$ cat src/video_pkg.sv
/*
 * video_pkg
 * Shared types, timing constants and register numbers for the
 * 640x480 video timing and border generator.
 */
package video_pkg;

    localparam int HRES_W   = 10;               // horizontal counter width
    localparam int VRES_W   = 10;               // vertical counter width

    typedef logic [15:0]        word_t;         // register data word
    typedef logic [7:0]         color_t;        // palette colour index
    typedef logic [HRES_W-1:0]  hres_t;
    typedef logic [VRES_W-1:0]  vres_t;
    typedef logic [4:0]         reg_num_t;

    // sync states, order matters since each state steps to the next by +1
    typedef enum logic [1:0] {
        STATE_PRE_SYNC  = 2'b00,
        STATE_SYNC      = 2'b01,
        STATE_POST_SYNC = 2'b10,
        STATE_VISIBLE   = 2'b11
    } vid_state_t;

    // 640x480 @ 60Hz, 25.175 MHz pixel clock
    localparam int VISIBLE_WIDTH    = 640;
    localparam int VISIBLE_HEIGHT   = 480;

    localparam int H_FRONT_PORCH    = 16;
    localparam int H_SYNC_PULSE     = 96;
    localparam int OFFSCREEN_WIDTH  = 160;      // porches plus sync, left of visible
    localparam int TOTAL_WIDTH      = 800;

    localparam int V_FRONT_PORCH    = 10;
    localparam int V_SYNC_PULSE     = 2;
    localparam int TOTAL_HEIGHT     = 525;

    localparam logic H_SYNC_POLARITY = 1'b0;    // active low
    localparam logic V_SYNC_POLARITY = 1'b0;    // active low

    localparam int REFRESH_FREQ     = 60;

    // configuration register numbers
    localparam reg_num_t XR_VID_CTRL    = 5'd0;
    localparam reg_num_t XR_VID_TOP     = 5'd2;
    localparam reg_num_t XR_VID_BOTTOM  = 5'd3;
    localparam reg_num_t XR_VID_LEFT    = 5'd4;
    localparam reg_num_t XR_VID_RIGHT   = 5'd5;
    localparam reg_num_t XR_SCANLINE    = 5'd6;
    localparam reg_num_t XR_VID_HSIZE   = 5'd7;
    localparam reg_num_t XR_VID_VSIZE   = 5'd8;
    localparam reg_num_t XR_VID_VFREQ   = 5'd9;
    localparam reg_num_t XR_PA_GFX_CTRL = 5'd16;

    localparam color_t BORDER_RESET_COLOR = 8'h08;  // dark grey, shows the core is alive

endpackage

$ cat src/video_border.sv
/*
 * video_border
 * Window test and pixel output stage. Pixels inside the window show
 * the playfield colour base, the rest of the screen shows the border.
 */
`default_nettype none
`timescale 1ns/1ps

module video_border (
    input  wire logic               clk,
    input  wire logic               reset_i,
    input  wire video_pkg::hres_t   h_count_i,
    input  wire video_pkg::vres_t   v_count_i,
    input  wire logic               h_visible_i,
    input  wire logic               v_visible_i,
    input  wire video_pkg::color_t  border_color_i,
    input  wire video_pkg::color_t  colorbase_i,
    input  wire logic               pf_blank_i,
    input  wire video_pkg::vres_t   vid_top_i,
    input  wire video_pkg::vres_t   vid_bottom_i,
    input  wire video_pkg::hres_t   vid_left_i,
    input  wire video_pkg::hres_t   vid_right_i,
    output      video_pkg::color_t  color_index_o,
    output      logic               dv_de_o
);
    import video_pkg::*;

    hres_t  vis_x;                                  // x within visible area
    logic   in_display;
    logic   in_window;

    assign vis_x      = h_count_i - hres_t'(OFFSCREEN_WIDTH);
    assign in_display = h_visible_i && v_visible_i;
    assign in_window  = (vis_x >= vid_left_i) && (vis_x < vid_right_i) &&
                        (v_count_i >= vid_top_i) && (v_count_i < vid_bottom_i);

    always_ff @(posedge clk) begin
        if (reset_i) begin
            dv_de_o       <= 1'b0;
            color_index_o <= 8'h00;
        end else begin
            dv_de_o <= in_display;
            if (!in_display) begin
                color_index_o <= 8'h00;             // black during blanking
            end else if (in_window && !pf_blank_i) begin
                color_index_o <= colorbase_i;
            end else begin
                color_index_o <= border_color_i;
            end
        end
    end

endmodule
`default_nettype wire

$ cat src/video_gen.sv
/*
 * video_gen
 * Top of the video timing and border generator. Ties the sync
 * timing, configuration registers and border output stage together.
 */
`default_nettype none
`timescale 1ns/1ps

module video_gen (
    input  wire logic                   clk,
    input  wire logic                   reset_i,
    input  wire logic                   reg_wr_en_i,
    input  wire video_pkg::reg_num_t    reg_num_i,
    input  wire video_pkg::word_t       reg_data_i,
    input  wire logic [3:0]             intr_status_i,
    output      video_pkg::word_t       reg_data_o,
    output      logic [3:0]             intr_signal_o,
    output      video_pkg::color_t      color_index_o,
    output      logic                   hsync_o,
    output      logic                   vsync_o,
    output      logic                   dv_de_o
);
    import video_pkg::*;

    hres_t  h_count;
    vres_t  v_count;
    logic   h_visible;
    logic   v_visible;
    logic   frame_end;
    color_t border_color;
    color_t colorbase;
    logic   pf_blank;
    vres_t  vid_top;
    vres_t  vid_bottom;
    hres_t  vid_left;
    hres_t  vid_right;

    video_timing video_timing_i (
        .clk(clk), .reset_i(reset_i),
        .h_count_o(h_count), .v_count_o(v_count),
        .h_visible_o(h_visible), .v_visible_o(v_visible),
        .frame_end_o(frame_end),
        .hsync_o(hsync_o), .vsync_o(vsync_o)
    );

    video_regs video_regs_i (
        .clk(clk), .reset_i(reset_i),
        .reg_wr_en_i(reg_wr_en_i), .reg_num_i(reg_num_i),
        .reg_data_i(reg_data_i), .reg_data_o(reg_data_o),
        .intr_status_i(intr_status_i), .intr_signal_o(intr_signal_o),
        .v_count_i(v_count), .h_visible_i(h_visible), .v_visible_i(v_visible),
        .frame_end_i(frame_end),
        .border_color_o(border_color), .colorbase_o(colorbase), .pf_blank_o(pf_blank),
        .vid_top_o(vid_top), .vid_bottom_o(vid_bottom),
        .vid_left_o(vid_left), .vid_right_o(vid_right)
    );

    video_border video_border_i (
        .clk(clk), .reset_i(reset_i),
        .h_count_i(h_count), .v_count_i(v_count),
        .h_visible_i(h_visible), .v_visible_i(v_visible),
        .border_color_i(border_color), .colorbase_i(colorbase), .pf_blank_i(pf_blank),
        .vid_top_i(vid_top), .vid_bottom_i(vid_bottom),
        .vid_left_i(vid_left), .vid_right_i(vid_right),
        .color_index_o(color_index_o), .dv_de_o(dv_de_o)
    );

endmodule
`default_nettype wire

$ cat src/video_regs.sv
/*
 * video_regs
 * Configuration register file for the video generator. Writes land
 * on the strobe edge, reads come back through a registered port.
 * Also makes the frame and software interrupt pulses.
 */
`default_nettype none
`timescale 1ns/1ps

module video_regs (
    input  wire logic                   clk,
    input  wire logic                   reset_i,
    input  wire logic                   reg_wr_en_i,    // write strobe
    input  wire video_pkg::reg_num_t    reg_num_i,
    input  wire video_pkg::word_t       reg_data_i,
    output      video_pkg::word_t       reg_data_o,
    input  wire logic [3:0]             intr_status_i,  // pending interrupt status
    output      logic [3:0]             intr_signal_o,
    input  wire video_pkg::vres_t       v_count_i,
    input  wire logic                   h_visible_i,
    input  wire logic                   v_visible_i,
    input  wire logic                   frame_end_i,
    output      video_pkg::color_t      border_color_o,
    output      video_pkg::color_t      colorbase_o,
    output      logic                   pf_blank_o,
    output      video_pkg::vres_t       vid_top_o,
    output      video_pkg::vres_t       vid_bottom_o,
    output      video_pkg::hres_t       vid_left_o,
    output      video_pkg::hres_t       vid_right_o
);
    import video_pkg::*;

    // register writes and interrupt pulses
    always_ff @(posedge clk) begin
        if (reset_i) begin
            intr_signal_o  <= 4'b0;
            border_color_o <= BORDER_RESET_COLOR;
            colorbase_o    <= 8'h00;
            pf_blank_o     <= 1'b1;                 // playfield A blanked until enabled
            vid_top_o      <= '0;
            vid_bottom_o   <= vres_t'(VISIBLE_HEIGHT);
            vid_left_o     <= '0;
            vid_right_o    <= hres_t'(VISIBLE_WIDTH);
        end else begin
            intr_signal_o <= 4'b0;                  // pulses last one cycle

            if (reg_wr_en_i) begin
                case (reg_num_i)
                    XR_VID_CTRL: begin
                        border_color_o <= reg_data_i[15:8];
                        intr_signal_o  <= reg_data_i[3:0];  // software interrupt
                    end
                    XR_VID_TOP: begin
                        vid_top_o <= vres_t'(reg_data_i);
                    end
                    XR_VID_BOTTOM: begin
                        vid_bottom_o <= vres_t'(reg_data_i);
                    end
                    XR_VID_LEFT: begin
                        vid_left_o <= hres_t'(reg_data_i);
                    end
                    XR_VID_RIGHT: begin
                        vid_right_o <= hres_t'(reg_data_i);
                    end
                    XR_PA_GFX_CTRL: begin
                        colorbase_o <= reg_data_i[15:8];
                        pf_blank_o  <= reg_data_i[7];
                    end
                    default: begin
                    end
                endcase
            end

            // end of visible frame raises interrupt 3
            if (frame_end_i) begin
                intr_signal_o[3] <= 1'b1;
            end
        end
    end

    // registered read port
    always_ff @(posedge clk) begin
        case (reg_num_i)
            XR_VID_CTRL:    reg_data_o <= {border_color_o, 4'b0, intr_status_i};
            XR_VID_TOP:     reg_data_o <= word_t'(vid_top_o);
            XR_VID_BOTTOM:  reg_data_o <= word_t'(vid_bottom_o);
            XR_VID_LEFT:    reg_data_o <= word_t'(vid_left_o);
            XR_VID_RIGHT:   reg_data_o <= word_t'(vid_right_o);
            XR_SCANLINE:    reg_data_o <= {~v_visible_i, ~h_visible_i, 14'(v_count_i)};
            XR_VID_HSIZE:   reg_data_o <= word_t'(VISIBLE_WIDTH);
            XR_VID_VSIZE:   reg_data_o <= word_t'(VISIBLE_HEIGHT);
            XR_VID_VFREQ:   reg_data_o <= word_t'(REFRESH_FREQ);
            XR_PA_GFX_CTRL: reg_data_o <= {colorbase_o, pf_blank_o, 7'b0};
            default:        reg_data_o <= 16'h0000;
        endcase
    end

endmodule
`default_nettype wire

$ cat src/video_timing.sv
/*
 * video_timing
 * Horizontal and vertical sync state machines with their counters.
 * Each machine steps when its counter hits the last count of the
 * current state. Sync outputs are registered one clock behind the counters.
 */
`default_nettype none
`timescale 1ns/1ps

module video_timing (
    input  wire logic               clk,
    input  wire logic               reset_i,
    output      video_pkg::hres_t   h_count_o,
    output      video_pkg::vres_t   v_count_o,
    output      logic               h_visible_o,
    output      logic               v_visible_o,
    output      logic               frame_end_o,    // last visible pixel of frame
    output      logic               hsync_o,
    output      logic               vsync_o
);
    import video_pkg::*;

    vid_state_t h_state;
    vid_state_t v_state;
    hres_t      h_count;
    vres_t      v_count;
    hres_t      h_last;                             // last count of current h state
    vres_t      v_last;                             // last line of current v state
    logic       line_end;
    logic       frame_wrap;                         // last pixel of whole frame

    // horizontal layout: front porch, sync, back porch, then visible
    always_comb begin
        case (h_state)
            STATE_PRE_SYNC:  h_last = hres_t'(H_FRONT_PORCH - 1);
            STATE_SYNC:      h_last = hres_t'(H_FRONT_PORCH + H_SYNC_PULSE - 1);
            STATE_POST_SYNC: h_last = hres_t'(OFFSCREEN_WIDTH - 1);
            default:         h_last = hres_t'(TOTAL_WIDTH - 1);
        endcase
    end

    // vertical layout: visible lines first, blanking at the bottom
    always_comb begin
        case (v_state)
            STATE_PRE_SYNC:  v_last = vres_t'(VISIBLE_HEIGHT + V_FRONT_PORCH - 1);
            STATE_SYNC:      v_last = vres_t'(VISIBLE_HEIGHT + V_FRONT_PORCH + V_SYNC_PULSE - 1);
            STATE_POST_SYNC: v_last = vres_t'(TOTAL_HEIGHT - 1);
            default:         v_last = vres_t'(VISIBLE_HEIGHT - 1);
        endcase
    end

    assign line_end    = (h_state == STATE_VISIBLE) && (h_count == h_last);
    assign frame_wrap  = line_end && (v_state == STATE_POST_SYNC) && (v_count == v_last);
    assign frame_end_o = line_end && (v_state == STATE_VISIBLE) && (v_count == v_last);

    assign h_count_o   = h_count;
    assign v_count_o   = v_count;
    assign h_visible_o = (h_state == STATE_VISIBLE);
    assign v_visible_o = (v_state == STATE_VISIBLE);

    always_ff @(posedge clk) begin
        if (reset_i) begin
            h_state <= STATE_PRE_SYNC;
            v_state <= STATE_VISIBLE;               // start at top so first frame is whole
            h_count <= '0;
            v_count <= '0;
            hsync_o <= ~H_SYNC_POLARITY;
            vsync_o <= ~V_SYNC_POLARITY;
        end else begin
            if (h_count == h_last) begin
                h_state <= vid_state_t'(h_state + 1'b1);
            end
            h_count <= line_end ? '0 : h_count + 1'b1;

            // vertical side only moves on the last pixel of a line
            if (line_end) begin
                if (v_count == v_last) begin
                    v_state <= vid_state_t'(v_state + 1'b1);
                end
                v_count <= frame_wrap ? '0 : v_count + 1'b1;
            end

            hsync_o <= (h_state == STATE_SYNC) ? H_SYNC_POLARITY : ~H_SYNC_POLARITY;
            vsync_o <= (v_state == STATE_SYNC) ? V_SYNC_POLARITY : ~V_SYNC_POLARITY;
        end
    end

endmodule
`default_nettype wire

$ cat config.mk
export PLATFORM = sky130hd
export DESIGN_NAME = video_gen
export DESIGN_NICKNAME = d
export VERILOG_FILES = /design/src/video_pkg.sv /design/src/video_border.sv /design/src/video_gen.sv /design/src/video_regs.sv /design/src/video_timing.sv
export SDC_FILE = /design/constraint.sdc
export NUM_CORES = 1
export LEC_CHECK = 0
export BUFFER_PORTS_ARGS = -buffer_cell sky130_fd_sc_hd__buf_2
export CORE_MARGIN = 2
export CORE_UTILIZATION = 59
export DETAILED_ROUTE_END_ITERATION = 10
export PLACE_DENSITY = 0.8
export SYNTH_ARGS = -nofsm -noshare
export SYNTH_HDL_FRONTEND = slang
export SYNTH_SLANG_ARGS = --single-unit
$ cat constraint.sdc
create_clock -name clk -period 3.3 [get_ports clk]
set_input_delay 0.66 -clock clk [delete_from_list [all_inputs] [get_ports clk]]
set_output_delay 0.66 -clock clk [all_outputs]
set_load 0.05 [all_outputs]
; ---- Yosys cells after proc, flatten, opt, wreduce, memory -nomap -nowiden
; Index checks and enable logic that the tools add are counted.
[totals]
word_cells = 83
inputBits = 28
regBits = 112
output_inout_bits = 31
mem_bits_ro = 0
ram_bits = 0
latchBits = 0
memories = 0
[classes]
n_addsub = 5
div = 0
n_eq_ne = 17
reduce_logical = 24
n_bitwise = 5
n_mux = 10
magnitude_cmp = 4
multipliers = 0
n_shift = 0
[ops]
columns = cell, n
row1 = one-hot mux 16 bit (10 select lines), 1
row2 = one-hot mux 10 bit (3 select lines), 2
row3 = adder 10 x 1 -> 10 bit (second input constant), 2
row4 = == test 10 bit, 2
row5 = == test 5 x 3 -> 1 bit (second input constant), 4
row6 = greater-or-equal comparator 10 bit, 2
row7 = < comparator 10 bit, 2
row8 = AND reduction 2 bit, 7
row9 = == test 5 x 2 -> 1 bit (second input constant), 2
row10 = == test 5 x 4 -> 1 bit (second input constant), 2
row11 = logical AND 1 bit, 10
row12 = two-way mux 10 bit, 1
row13 = subtractor 10 x 8 -> 10 bit (second input constant), 1
row14 = == test 2 bit (second input constant), 4
row15 = two-way mux 4 bit, 2
row16 = two-way mux 8 bit, 1
row17 = == test 5 bit (second input constant), 1
row18 = zero test 5 bit, 1
row19 = inverter 1 bit, 5
row20 = adder 2 x 1 -> 2 bit (second input constant), 2
row21 = == test 2 x 1 -> 1 bit (second input constant), 2
row22 = zero test 2 bit, 2
row23 = OR reduction 2 bit, 2
row24 = two-way mux 1 bit, 3
row25 = 2 further kinds, 2

; ---- Longest topological paths before layout
; Gate-level depths: netlist of run 1.
[depth]
depth_word = 7
depth_mapped = 12
mapped_depth_nobuf = 12

; ---- Hierarchy
; A second synthesis of run 1 with hierarchy kept.
[unflattened]
hier_cells = 704
hier_area_um2 = 6097.1
[by_module_without_submodules]
columns = module, area_each_um2, n_inst, seq_area_each_um2, cells_each
row1 = video_regs, 3328.2, 1, 1541.5, 377
row2 = video_border, 1402.6, 1, 180.2, 176
row3 = video_timing, 1366.3, 1, 520.5, 151

; ---- Least setup slack after synthesis of run 1
; Ideal clock, no wire load.
[synth_path]
path_kind = reg2reg
start = register video_timing_i.h_count[5], in the netlist video_timing_i.h_count_o[5]
end = register video_border_i.color_index_o[0]
path_slack_ps = 734
setup_ps = 76
n_path_buf = 0
arrival_ps = 2490
required_time_ps = 3224
synth_period_minus_slack_ps = 2566
path_stages_with_launch = 12
path_cell_list = dfxtp_1 > inv_1 > ha_1 > inv_1 > a21oi_1 > xor2_1 > ha_1 > nand4_1 > o41ai_1 > a2bb2oi_1 > nand3_1 > a21boi_0
[synth_between]
elab_chain_cells = 7
word_cells_on_any_way = 8
classes_between = add/sub (1) / order compare (2) / mux (1) / reduce/logical (4)
[synth_rtl]
columns = item, line_no
row1 = from (decl), video_timing.sv:25  ; hres_t h_count;
row2 = from (signal assigned), video_timing.sv:73  ; h_count <= line_end ? '0 : h_count + 1'b1;
row3 = subtractor 10 x 8 -> 10 bit (*), video_border.sv:32  ; assign vis_x = h_count_i - hres_t'(OFFSCREEN_WIDTH);
row4 = greater-or-equal comparator 10 bit or < comparator 10 bit (tied branches), video_border.sv:34  ; assign in_window = (vis_x >= vid_left_i) && (vis_x < vid_right_i) &&
row5 = logical AND 1 bit (*) (2 in series), video_border.sv:34
row6 = logical AND 1 bit (*), video_border.sv:35  ; (v_count_i >= vid_top_i) && (v_count_i < vid_bottom_i);
row7 = logical AND 1 bit (*), video_border.sv:45  ; end else if (in_window && !pf_blank_i) begin
row8 = two-way mux 8 bit (*), video_border.sv:45
row9 = to (signal assigned), video_border.sv:46  ; color_index_o <= colorbase_i;
row10 = to (signal assigned), video_border.sv:48  ; color_index_o <= border_color_i;
row11 = to (decl), video_border.sv:23  ; output video_pkg::color_t color_index_o,
; Every way passes the cells marked *; elsewhere a longest branch is shown, timed or not.
; A chain may end at the register's enable or synchronous reset.

; ---- Final worst setup path of run 1
[layout_path]
start = register video_timing_i.h_count[5], in the netlist video_timing_i.h_count_o[5]
end = register video_border_i.color_index_o[5]
; The elaborated chain is that of the path after synthesis.

==> results of run 1 <==
timing repair:
action                     4_1_cts  5_1_grt
hold buffers                     0        0
setup endpoints to repair        0        8
resized for setup                0        1
worst reg2reg max path, stage by stage (launching register included):
cell	delay [ns]
dfxtp_1	0.46
inv_1	0.12
ha_1	0.24
xnor2_1	0.22
ha_1	0.30
a211oi_1	0.32
o22ai_1	0.17
nor4_2	0.73
nand3_1	0.15
a21boi_0	0.21
flip-flops by register name, summed over array words and instances, names as in the netlist:
register / cells
video_regs_i.vid_left_o: 10
video_regs_i.border_color_o: 8
video_timing_i.hsync_o: 1
video_regs_i.pf_blank_o: 1
video_timing_i.h_count_o: 10
video_regs_i.reg_data_o: 16
video_regs_i.vid_top_o: 10
video_timing_i.v_count_o: 10
video_regs_i.vid_bottom_o: 10
video_border_i.dv_de_o: 1
video_timing_i.v_state: 2
video_regs_i.intr_signal_o: 4
video_timing_i.h_state: 2
video_regs_i.vid_right_o: 10
video_timing_i.vsync_o: 1
video_border_i.color_index_o: 8
video_regs_i.colorbase_o: 8
metrics by stage:
step | area [sq um] | util, % | hold slack (ns) | setup WS [ns] | cells
2_1_floorplan | 5692 | - | 0.4363 | 0.7343 | 685
3_3_place_gp | 6100 | 65.70 | 0.4560 | 0.4184 | 849
3_5_place_dp | 6100 | 65.70 | 0.4623 | 0.2275 | 849
4_1_cts | 6291 | 67.76 | 0.4787 | 0.1770 | 865
5_1_grt | 6297 | 67.83 | 0.5035 | 0.03212 | 865
6_report | 6297 | 67.83 | 0.4785 | 0.3249 | 865
routing by layer:
layer	vias to the layer above	part of all wire, %	wire (um)
li1	2508	-	-
met1	2512	43	6924
met2	261	45	7257
met3	39	8.8	1427
met4	0	3.4	552
met5	-	0	0
kinds of logic after synthesis:
kind of cell | synth area share [%]
compound gates | 18.05
buf+inv | 6.001
simple gates | 21.76
xor+xnor | 3.231
fa+ha+maj | 11.21
flops | 39.39
mux | 0.3517
synth_stat cells, drive strengths merged (4+ instances only):
library cell	count	area share, %
buf	6	0.66
o21ai	16	1.4
a21boi	8	1.1
xor2	11	1.7
nor3	10	1.1
clkbuf	31	2.0
and3	18	2.0
inv	50	3.3
a211o	9	1.4
a221oi	4	0.62
a22o	5	0.77
nand2b	8	0.88
nor2	31	2.0
a22oi	16	2.1
a21oi	69	6.1
ha	51	11
a222oi	5	0.88
nor3b	4	0.53
nand3	60	5.3
dfxtp	112	39
nand4	8	0.88
xnor2	10	1.5
nand2	92	6.1
layout make-up:
class,instances,share of cell area (%)
sequential,112,35.60
tap,129,2.563
inverter,50,2.980
multi-input combinational,486,49.53
clock buffer,9,1.967
timing repair buffer,72,6.279
clock inverter,7,1.073
power by group:
group	leakage (uW)	internal (uW)	switching (uW)	total, uW
combinational	0.00150	47.7	115	162
sequential	0.000904	1360	10.8	1380
clock	0.0000962	298	522	820
total	0.00250	1710	647	2360
worst paths after layout:
path                                     from                         endpoint  slack [ns]  depth (start not counted)
hold reg to reg     video_regs_i.vid_top_o[4]        video_regs_i.vid_top_o[4]        0.48                          2
hold / removal      video_regs_i.vid_top_o[4]        video_regs_i.vid_top_o[4]        0.48                          2
setup / recovery  video_timing_i.h_count_o[5]  video_border_i.color_index_o[5]        0.32                          9
setup reg to reg  video_timing_i.h_count_o[5]  video_border_i.color_index_o[5]        0.32                          9
==> results.md, run 1 <==
* Global-route wire length before repair at approximately 26000 um
* H-tree Lvls at 3
* Run status: finished clean
* Via Count at 5320
* HP Class: reg2reg
* Grt met2 use at 48.84%
* Data arrival time of the worst path at about 3.3 ns
* Core footprint at 0.009284 sq mm
* DIE WIDTH at 102.2 um
* Worst EP required at 3.60 ns
* Commonest non-fill, non-tap cell in the layout: dfxtp_1
* Met3 Usage GRT at 6.224%
* Least-Margin Pin Slew at slightly below 0.8 ns
* RSZ-0062 raised after global routing: false
* Register area share after synthesis at 39.39%
* Critical path cell sequence: inv_1 > ha_1 > xnor2_1 > ha_1 > a211oi_1 > o22ai_1 > nor4_2 > nand3_1 > a21boi_0
* Starting DRT DRC Count at 410
* Post-DRT Antenna Nets at 0
* CTS Buffer Depth at 2
* Endpoint type of the worst setup path: flop
* Vias in the first global route at ~4900
* # DRC at 0
* Initial Util at 61.31%
* Final Skew at between 0.015 and 0.02 ns
* Crit Path Category: reg2reg
* Slowest-stage cell, CP: nor4_2
* Mapped Cells at 685
* Dpl hpwl at roughly 12000 um
* FF+latch count, synth at 112
* Worst VDD drop at 0.2051 mV
* Max_cap viols at 0
* Most frequent cells in the layout: 112 x dfxtp_1, 92 x nand2_1, 69 x a21oi_1, 60 x nand3_1, 58 x buf_2
* Max incr delay on CP at 0.73 ns
* Final hold violation count at 0
* Io pins at 59
* Layout fillers at 812
* Startpoint Class: flop
* Routability cong. at between 0.9 and 1
* Total congestion overflow at 0
* Antenna violations before repair at 0
* Clock network latency to the later pin of the worst-skew pair at 0.39 ns
* I/O Buffers at 58
* M1 GR Usage at 45.27%
* Clock slew at reported path FFs at 0.11 ns
* Slew headroom at 46.66%
* Cell Area, Synth at 0.005692 sq mm
* Sink Count at roughly 110
* Die Area at around 0.010 sq mm
* Setup violations, final at 0
* Async set-reset flop share out of synthesis at 0%
* Power per cell area at 374.4 mW/mm^2
* Yosys Warn Count at 0
* Total global routing track utilization at ~32%
* Sequential Area at 0.002242 sq mm
* Row count at 35
* Die Ht at 102.2 um
* EDFF count, synth at 0
* Crit share post-route at 90.15%
* DRT Wirelength at 16160 um
* Leakage power total at 0.002498 uW
* Most frequent CP cell: ha_1
* F_max at around 0.34 GHz
* GRT Max-Usage Layer: met2
* Drt pass-1 iters at 5
* Root buffer cell: clkbuf_8
* Slew Limit Fails at 0
* Final #Nets at ~800
* Number of distinct library cells after synthesis at 55
* CTS Buf Count at 9
* Crit path time final at 2.975 ns
* Footprint of the multi-input gates at 0.003119 sq mm
* Area Growth Syn to Fin at 10.64%
* Worst path top cell family by delay: simple AND/OR/NAND/NOR gates
* Post-synth top flop: dfxtp_1
* CTS tree: done
* Antenna cells at 0
* Largest net degree at the start of global routing at 56
* Syn_nets at 764
* Vias/cell at ~6.2
* Syn Area/Cell at approximately 8.3 sq um
* Ratio of cells with drive above 1 in the final layout at 13.04%
* Total chip power at 2358 uW
* Routed len/inst at 18.68 um
* Max FO, Critical Path at 8
* Setup repair bufs after CTS at 0
* Buf+Inv Stages, Crit Path at 1
* Post-Route Setup TNS at 0 ns
Note: power is estimated with default switching activity, not from simulation.
==> inputs of run 2 (changes only) <==
--- a/config.mk
+++ b/config.mk
@@ -5,9 +5,11 @@
 export SDC_FILE = /design/constraint.sdc
 export NUM_CORES = 1
 export LEC_CHECK = 0
+export ABC_AREA = 1
 export BUFFER_PORTS_ARGS = -buffer_cell sky130_fd_sc_hd__buf_2
 export CORE_MARGIN = 2
 export CORE_UTILIZATION = 59
+export CTS_CLUSTER_DIAMETER = 80
 export DETAILED_ROUTE_END_ITERATION = 10
 export PLACE_DENSITY = 0.8
 export SYNTH_ARGS = -nofsm -noshare
==> run 2 against run 1 <==
Compared with the run above: non-clock buffer count down 12; via count increased by 0.49%; critical endpoint is now video_border_i.color_index_o[0]; final area up 0.44%; wire length shrank 7.4%; critical path type unchanged; clock skew fell by 0.0033 ns; area after synthesis rose by 1.6%.
==> results.md, run 2 <==
* Setup violations, final at 0 (unchanged)
* Slew headroom at 50.38% (+3.7 points)
* DP Area at 0.006131 sq mm (+0.51%)
* Crit Path Category: reg2reg
* Routed len/inst at 15.59 um (-17%)
* Run status: finished clean
* Final hold violation count at 0 (unchanged)
* Crit path time final at 2.726 ns (-0.2488 ns)
* Dpl hpwl at 11270 um (-6.5%)
* Clock network latency to the later pin of the worst-skew pair at 0.38 ns (about the same)
* Register area share after synthesis at 38.76% (-0.63 points)
* Final Skew at 0.01232 ns (-0.003329 ns)
* Starting DRT DRC Count at 398 (-2.9%)
* EDFF count, synth at 0 (unchanged)
* Cell Area, Synth at 0.005784 sq mm (+1.6%)
* Power per cell area at 374.4 mW/mm^2 (about the same)
* Antenna violations before repair at 0 (unchanged)
* Syn Area/Cell at 7.483 sq um (-9.9%)
* Area Growth Syn to Fin at 9.345%
* Reg2reg setup slack at 0.57 ns (+0.25 ns)
* Ranking of synthesized cells by area: dfxtp_1 39%, ha_1 11%, nand2_1 8.4%
* Die Area at 0.01061 sq mm (+1.6%)
* Fin util at 65.62% (-2.2 points)
* R2r worst-path depth at 15 (+6)
* Total global routing track utilization at 28.72% (-3.5 points)
* Mapped Cells at 773 (+13%)
* Yosys top cell area share at 38.76% (-0.63 points)
* Post-DRT Antenna Nets at 0 (unchanged)
* Max incr delay on CP at 0.50 ns (-0.23 ns)
* HP Class: reg2reg
* Initial Util at 60.01% (-1.3 points)
* Least-Margin Pin Slew at 0.7423 ns (-0.05122 ns)
* Post-synth top flop: dfxtp_1
* Critical path cell sequence: inv_2 > ha_1 > nor2_1 > nor2_1 > xor2_1 > ha_1 > nand2_1 > nand2_1 > nor2_1 > nand3_1 > nor2_2 > nand4_2 > nand2_1 > nand2_1 > nor2_1
* # hold bufs at CTS at 0 (unchanged)
* Post-CTS resize count at 0 (unchanged)
* Routability cong. at 0.9364 (-3.9%)
* Core footprint at 0.009639 sq mm (+3.8%)
* Area leader, netlist: dfxtp_1
* F_max at 0.3668 GHz (+9.1%)
* Reg2reg end: video_border_i.color_index_o[0]
* Commonest non-fill, non-tap cell in the layout: nand2_1
* Data arrival time of the worst path at 3.05 ns (-0.23 ns)
* CTS Buffer Depth at 2 (unchanged)
* Slowest-stage cell, CP: dfxtp_1
* Most frequent cells in the layout: 130 x nand2_1, 112 x inv_1, 112 x dfxtp_1, 80 x nor2_1, 73 x o21ai_0
* Hold Crit Start: video_timing_i.h_count_o[0]
* Async set-reset flop share out of synthesis at 0% (unchanged)
* Row count at 36 (+2.9%)
* Slew Limit Fails at 0 (unchanged)
* Crit share post-route at 82.62% (-7.5 points)
* Number of distinct library cells after synthesis at 40 (-27%)
* Max_cap viols at 0 (unchanged)
* CTS tree: done
* H-tree Lvls at 3 (unchanged)
* Total congestion overflow at 0 (unchanged)
* Worst r2r src: video_timing_i.h_count_o[5]
* Worst EP required at 3.63 ns (+0.03 ns)
* Die Ht at 103.0 um (+0.78%)
* Startpoint Class: flop
* DIE WIDTH at 103.0 um (+0.78%)
* Post-Route Setup TNS at 0 ns (unchanged)
* Buf+Inv Stages, Crit Path at 1 (unchanged)
* Root buffer cell: clkbuf_8
* FF+latch count, synth at 112 (unchanged)
* RSZ-0062 raised after global routing: false
* Largest net degree at the start of global routing at 32 (-43%)
* Drt pass-1 iters at 5 (unchanged)
* Sink Count at 112 (unchanged)
* Via Count at 5346 (+0.49%)
* Global-route wire length before repair at 23240 um (-9.8%)
* Largest Register: video_regs_i.reg_data_o
* # DRC at 0 (unchanged)
* Antenna cells at 0 (unchanged)
* Worst VDD drop at 0.2356 mV (+15%)
* Endpoint type of the worst setup path: flop
* Top-count cell post-synth: nand2_1
* Top cells by count, synth: 130 x nand2_1, 112 x dfxtp_1, 112 x inv_1
* WHS Endpoint: video_timing_i.h_count_o[0]
* Leakage power total at 0.002924 uW (+17%)
* Vias/cell at 5.569 (-9.5%)
* Worst path top cell family by delay: simple AND/OR/NAND/NOR gates
* I/O Buffers at 58 (unchanged)
* Finished Cell Area at 0.006325 sq mm (+0.44%)
* Yosys Warn Count at 0 (unchanged)
* Max FO, Critical Path at 16 (+8)
* Clock slew at reported path FFs at 0.11 ns (about the same)
* Vias in the first global route at 4827 (-2.3%)
* Syn_nets at 852 (+12%)
* Final #Nets at 902 (+11%)
* CTS Buf Count at 9 (unchanged)
* Setup repair bufs after CTS at 0 (unchanged)
* WHS Path Cells at 1 (-1)
* Ratio of cells with drive above 1 in the final layout at 13.18% (+0.14 points)
* Io pins at 59 (unchanged)
* DRT Wirelength at 14970 um (-7.4%)
* Max reg flops at 16 (unchanged)
==> run 2: cell count changes in the layout (fill, tap and decap cells not counted), sizes merged, moves of 13 or more <==
cell   previous run  this run
inv              55       118
o21ai            16        77
nor2             31        91
nand2            92       136
nand3            60        34
and3             18         1
a22oi            16         0
o22ai             3        16
==> run 2: how the worst max path moves through the flow <==
stage	from	to	slack, ns	depth (start not counted)
floorplan	video_timing_i.h_count_o[5]	video_border_i.color_index_o[0]	1.06	16
global placement	video_timing_i.h_count_o[5]	video_border_i.color_index_o[5]	0.80	14
detailed placement	video_timing_i.h_count_o[5]	video_border_i.color_index_o[5]	0.61	15
CTS	video_timing_i.h_count_o[5]	video_border_i.color_index_o[5]	0.59	15
global route	video_timing_i.h_count_o[5]	video_border_i.color_index_o[5]	0.29	14
finish	video_timing_i.h_count_o[5]	video_border_i.color_index_o[0]	0.57	15
==> run 2: power breakdown <==
part	total, uW	internal, uW	leakage (uW)	switching (uW)
combinational	163	47.5	0.00193	115
clock	829	352	0.0000932	476
sequential	1380	1370	0.000905	8.35
==> run 2: logic make-up after synthesis <==
kind of cell | share of synthesized area (%)
AO/OA/AOI/OAI | 16.76
buffers and inverters | 9.972
flip-flops | 38.76
AND/OR/NAND/NOR | 22.41
adder cells (fa/ha/maj) | 11.03
XOR/XNOR | 1.060
==> run 2: metrics by stage <==
step / total power [uW] / cells / setup slack [ns] / hold WS (ns)
after floorplan: 1506 / 773 / 1.060 / 0.4297
after global placement: 1561 / 945 / 0.7952 / 0.4432
after detailed placement: 1566 / 945 / 0.6107 / 0.4474
after CTS: 2373 / 960 / 0.5921 / 0.4733
after global routing: 2444 / 960 / 0.2949 / 0.4887
final: 2368 / 960 / 0.5737 / 0.4751
==> run 2: area by class of cell <==
class | count | area [sq um]
sequential | 112 | 2242
clock buffer | 9 | 123.9
timing repair buffer | 60 | 305.3
tap | 133 | 166.4
fill | 842 | 3314
inverter | 120 | 451.7
clock inverter | 6 | 70.07
multi-input combinational | 520 | 2965
==> run 2: routing by layer <==
metal / global-route usage, % / share of wire [%] / up-vias
met5: 0 / 0 / -
met4: 9.615 / 1.9 / 0
met3: 5.966 / 8.3 / 22
met2: 49.40 / 48 / 222
met1: 35.86 / 42 / 2469
li1: - / - / 2633
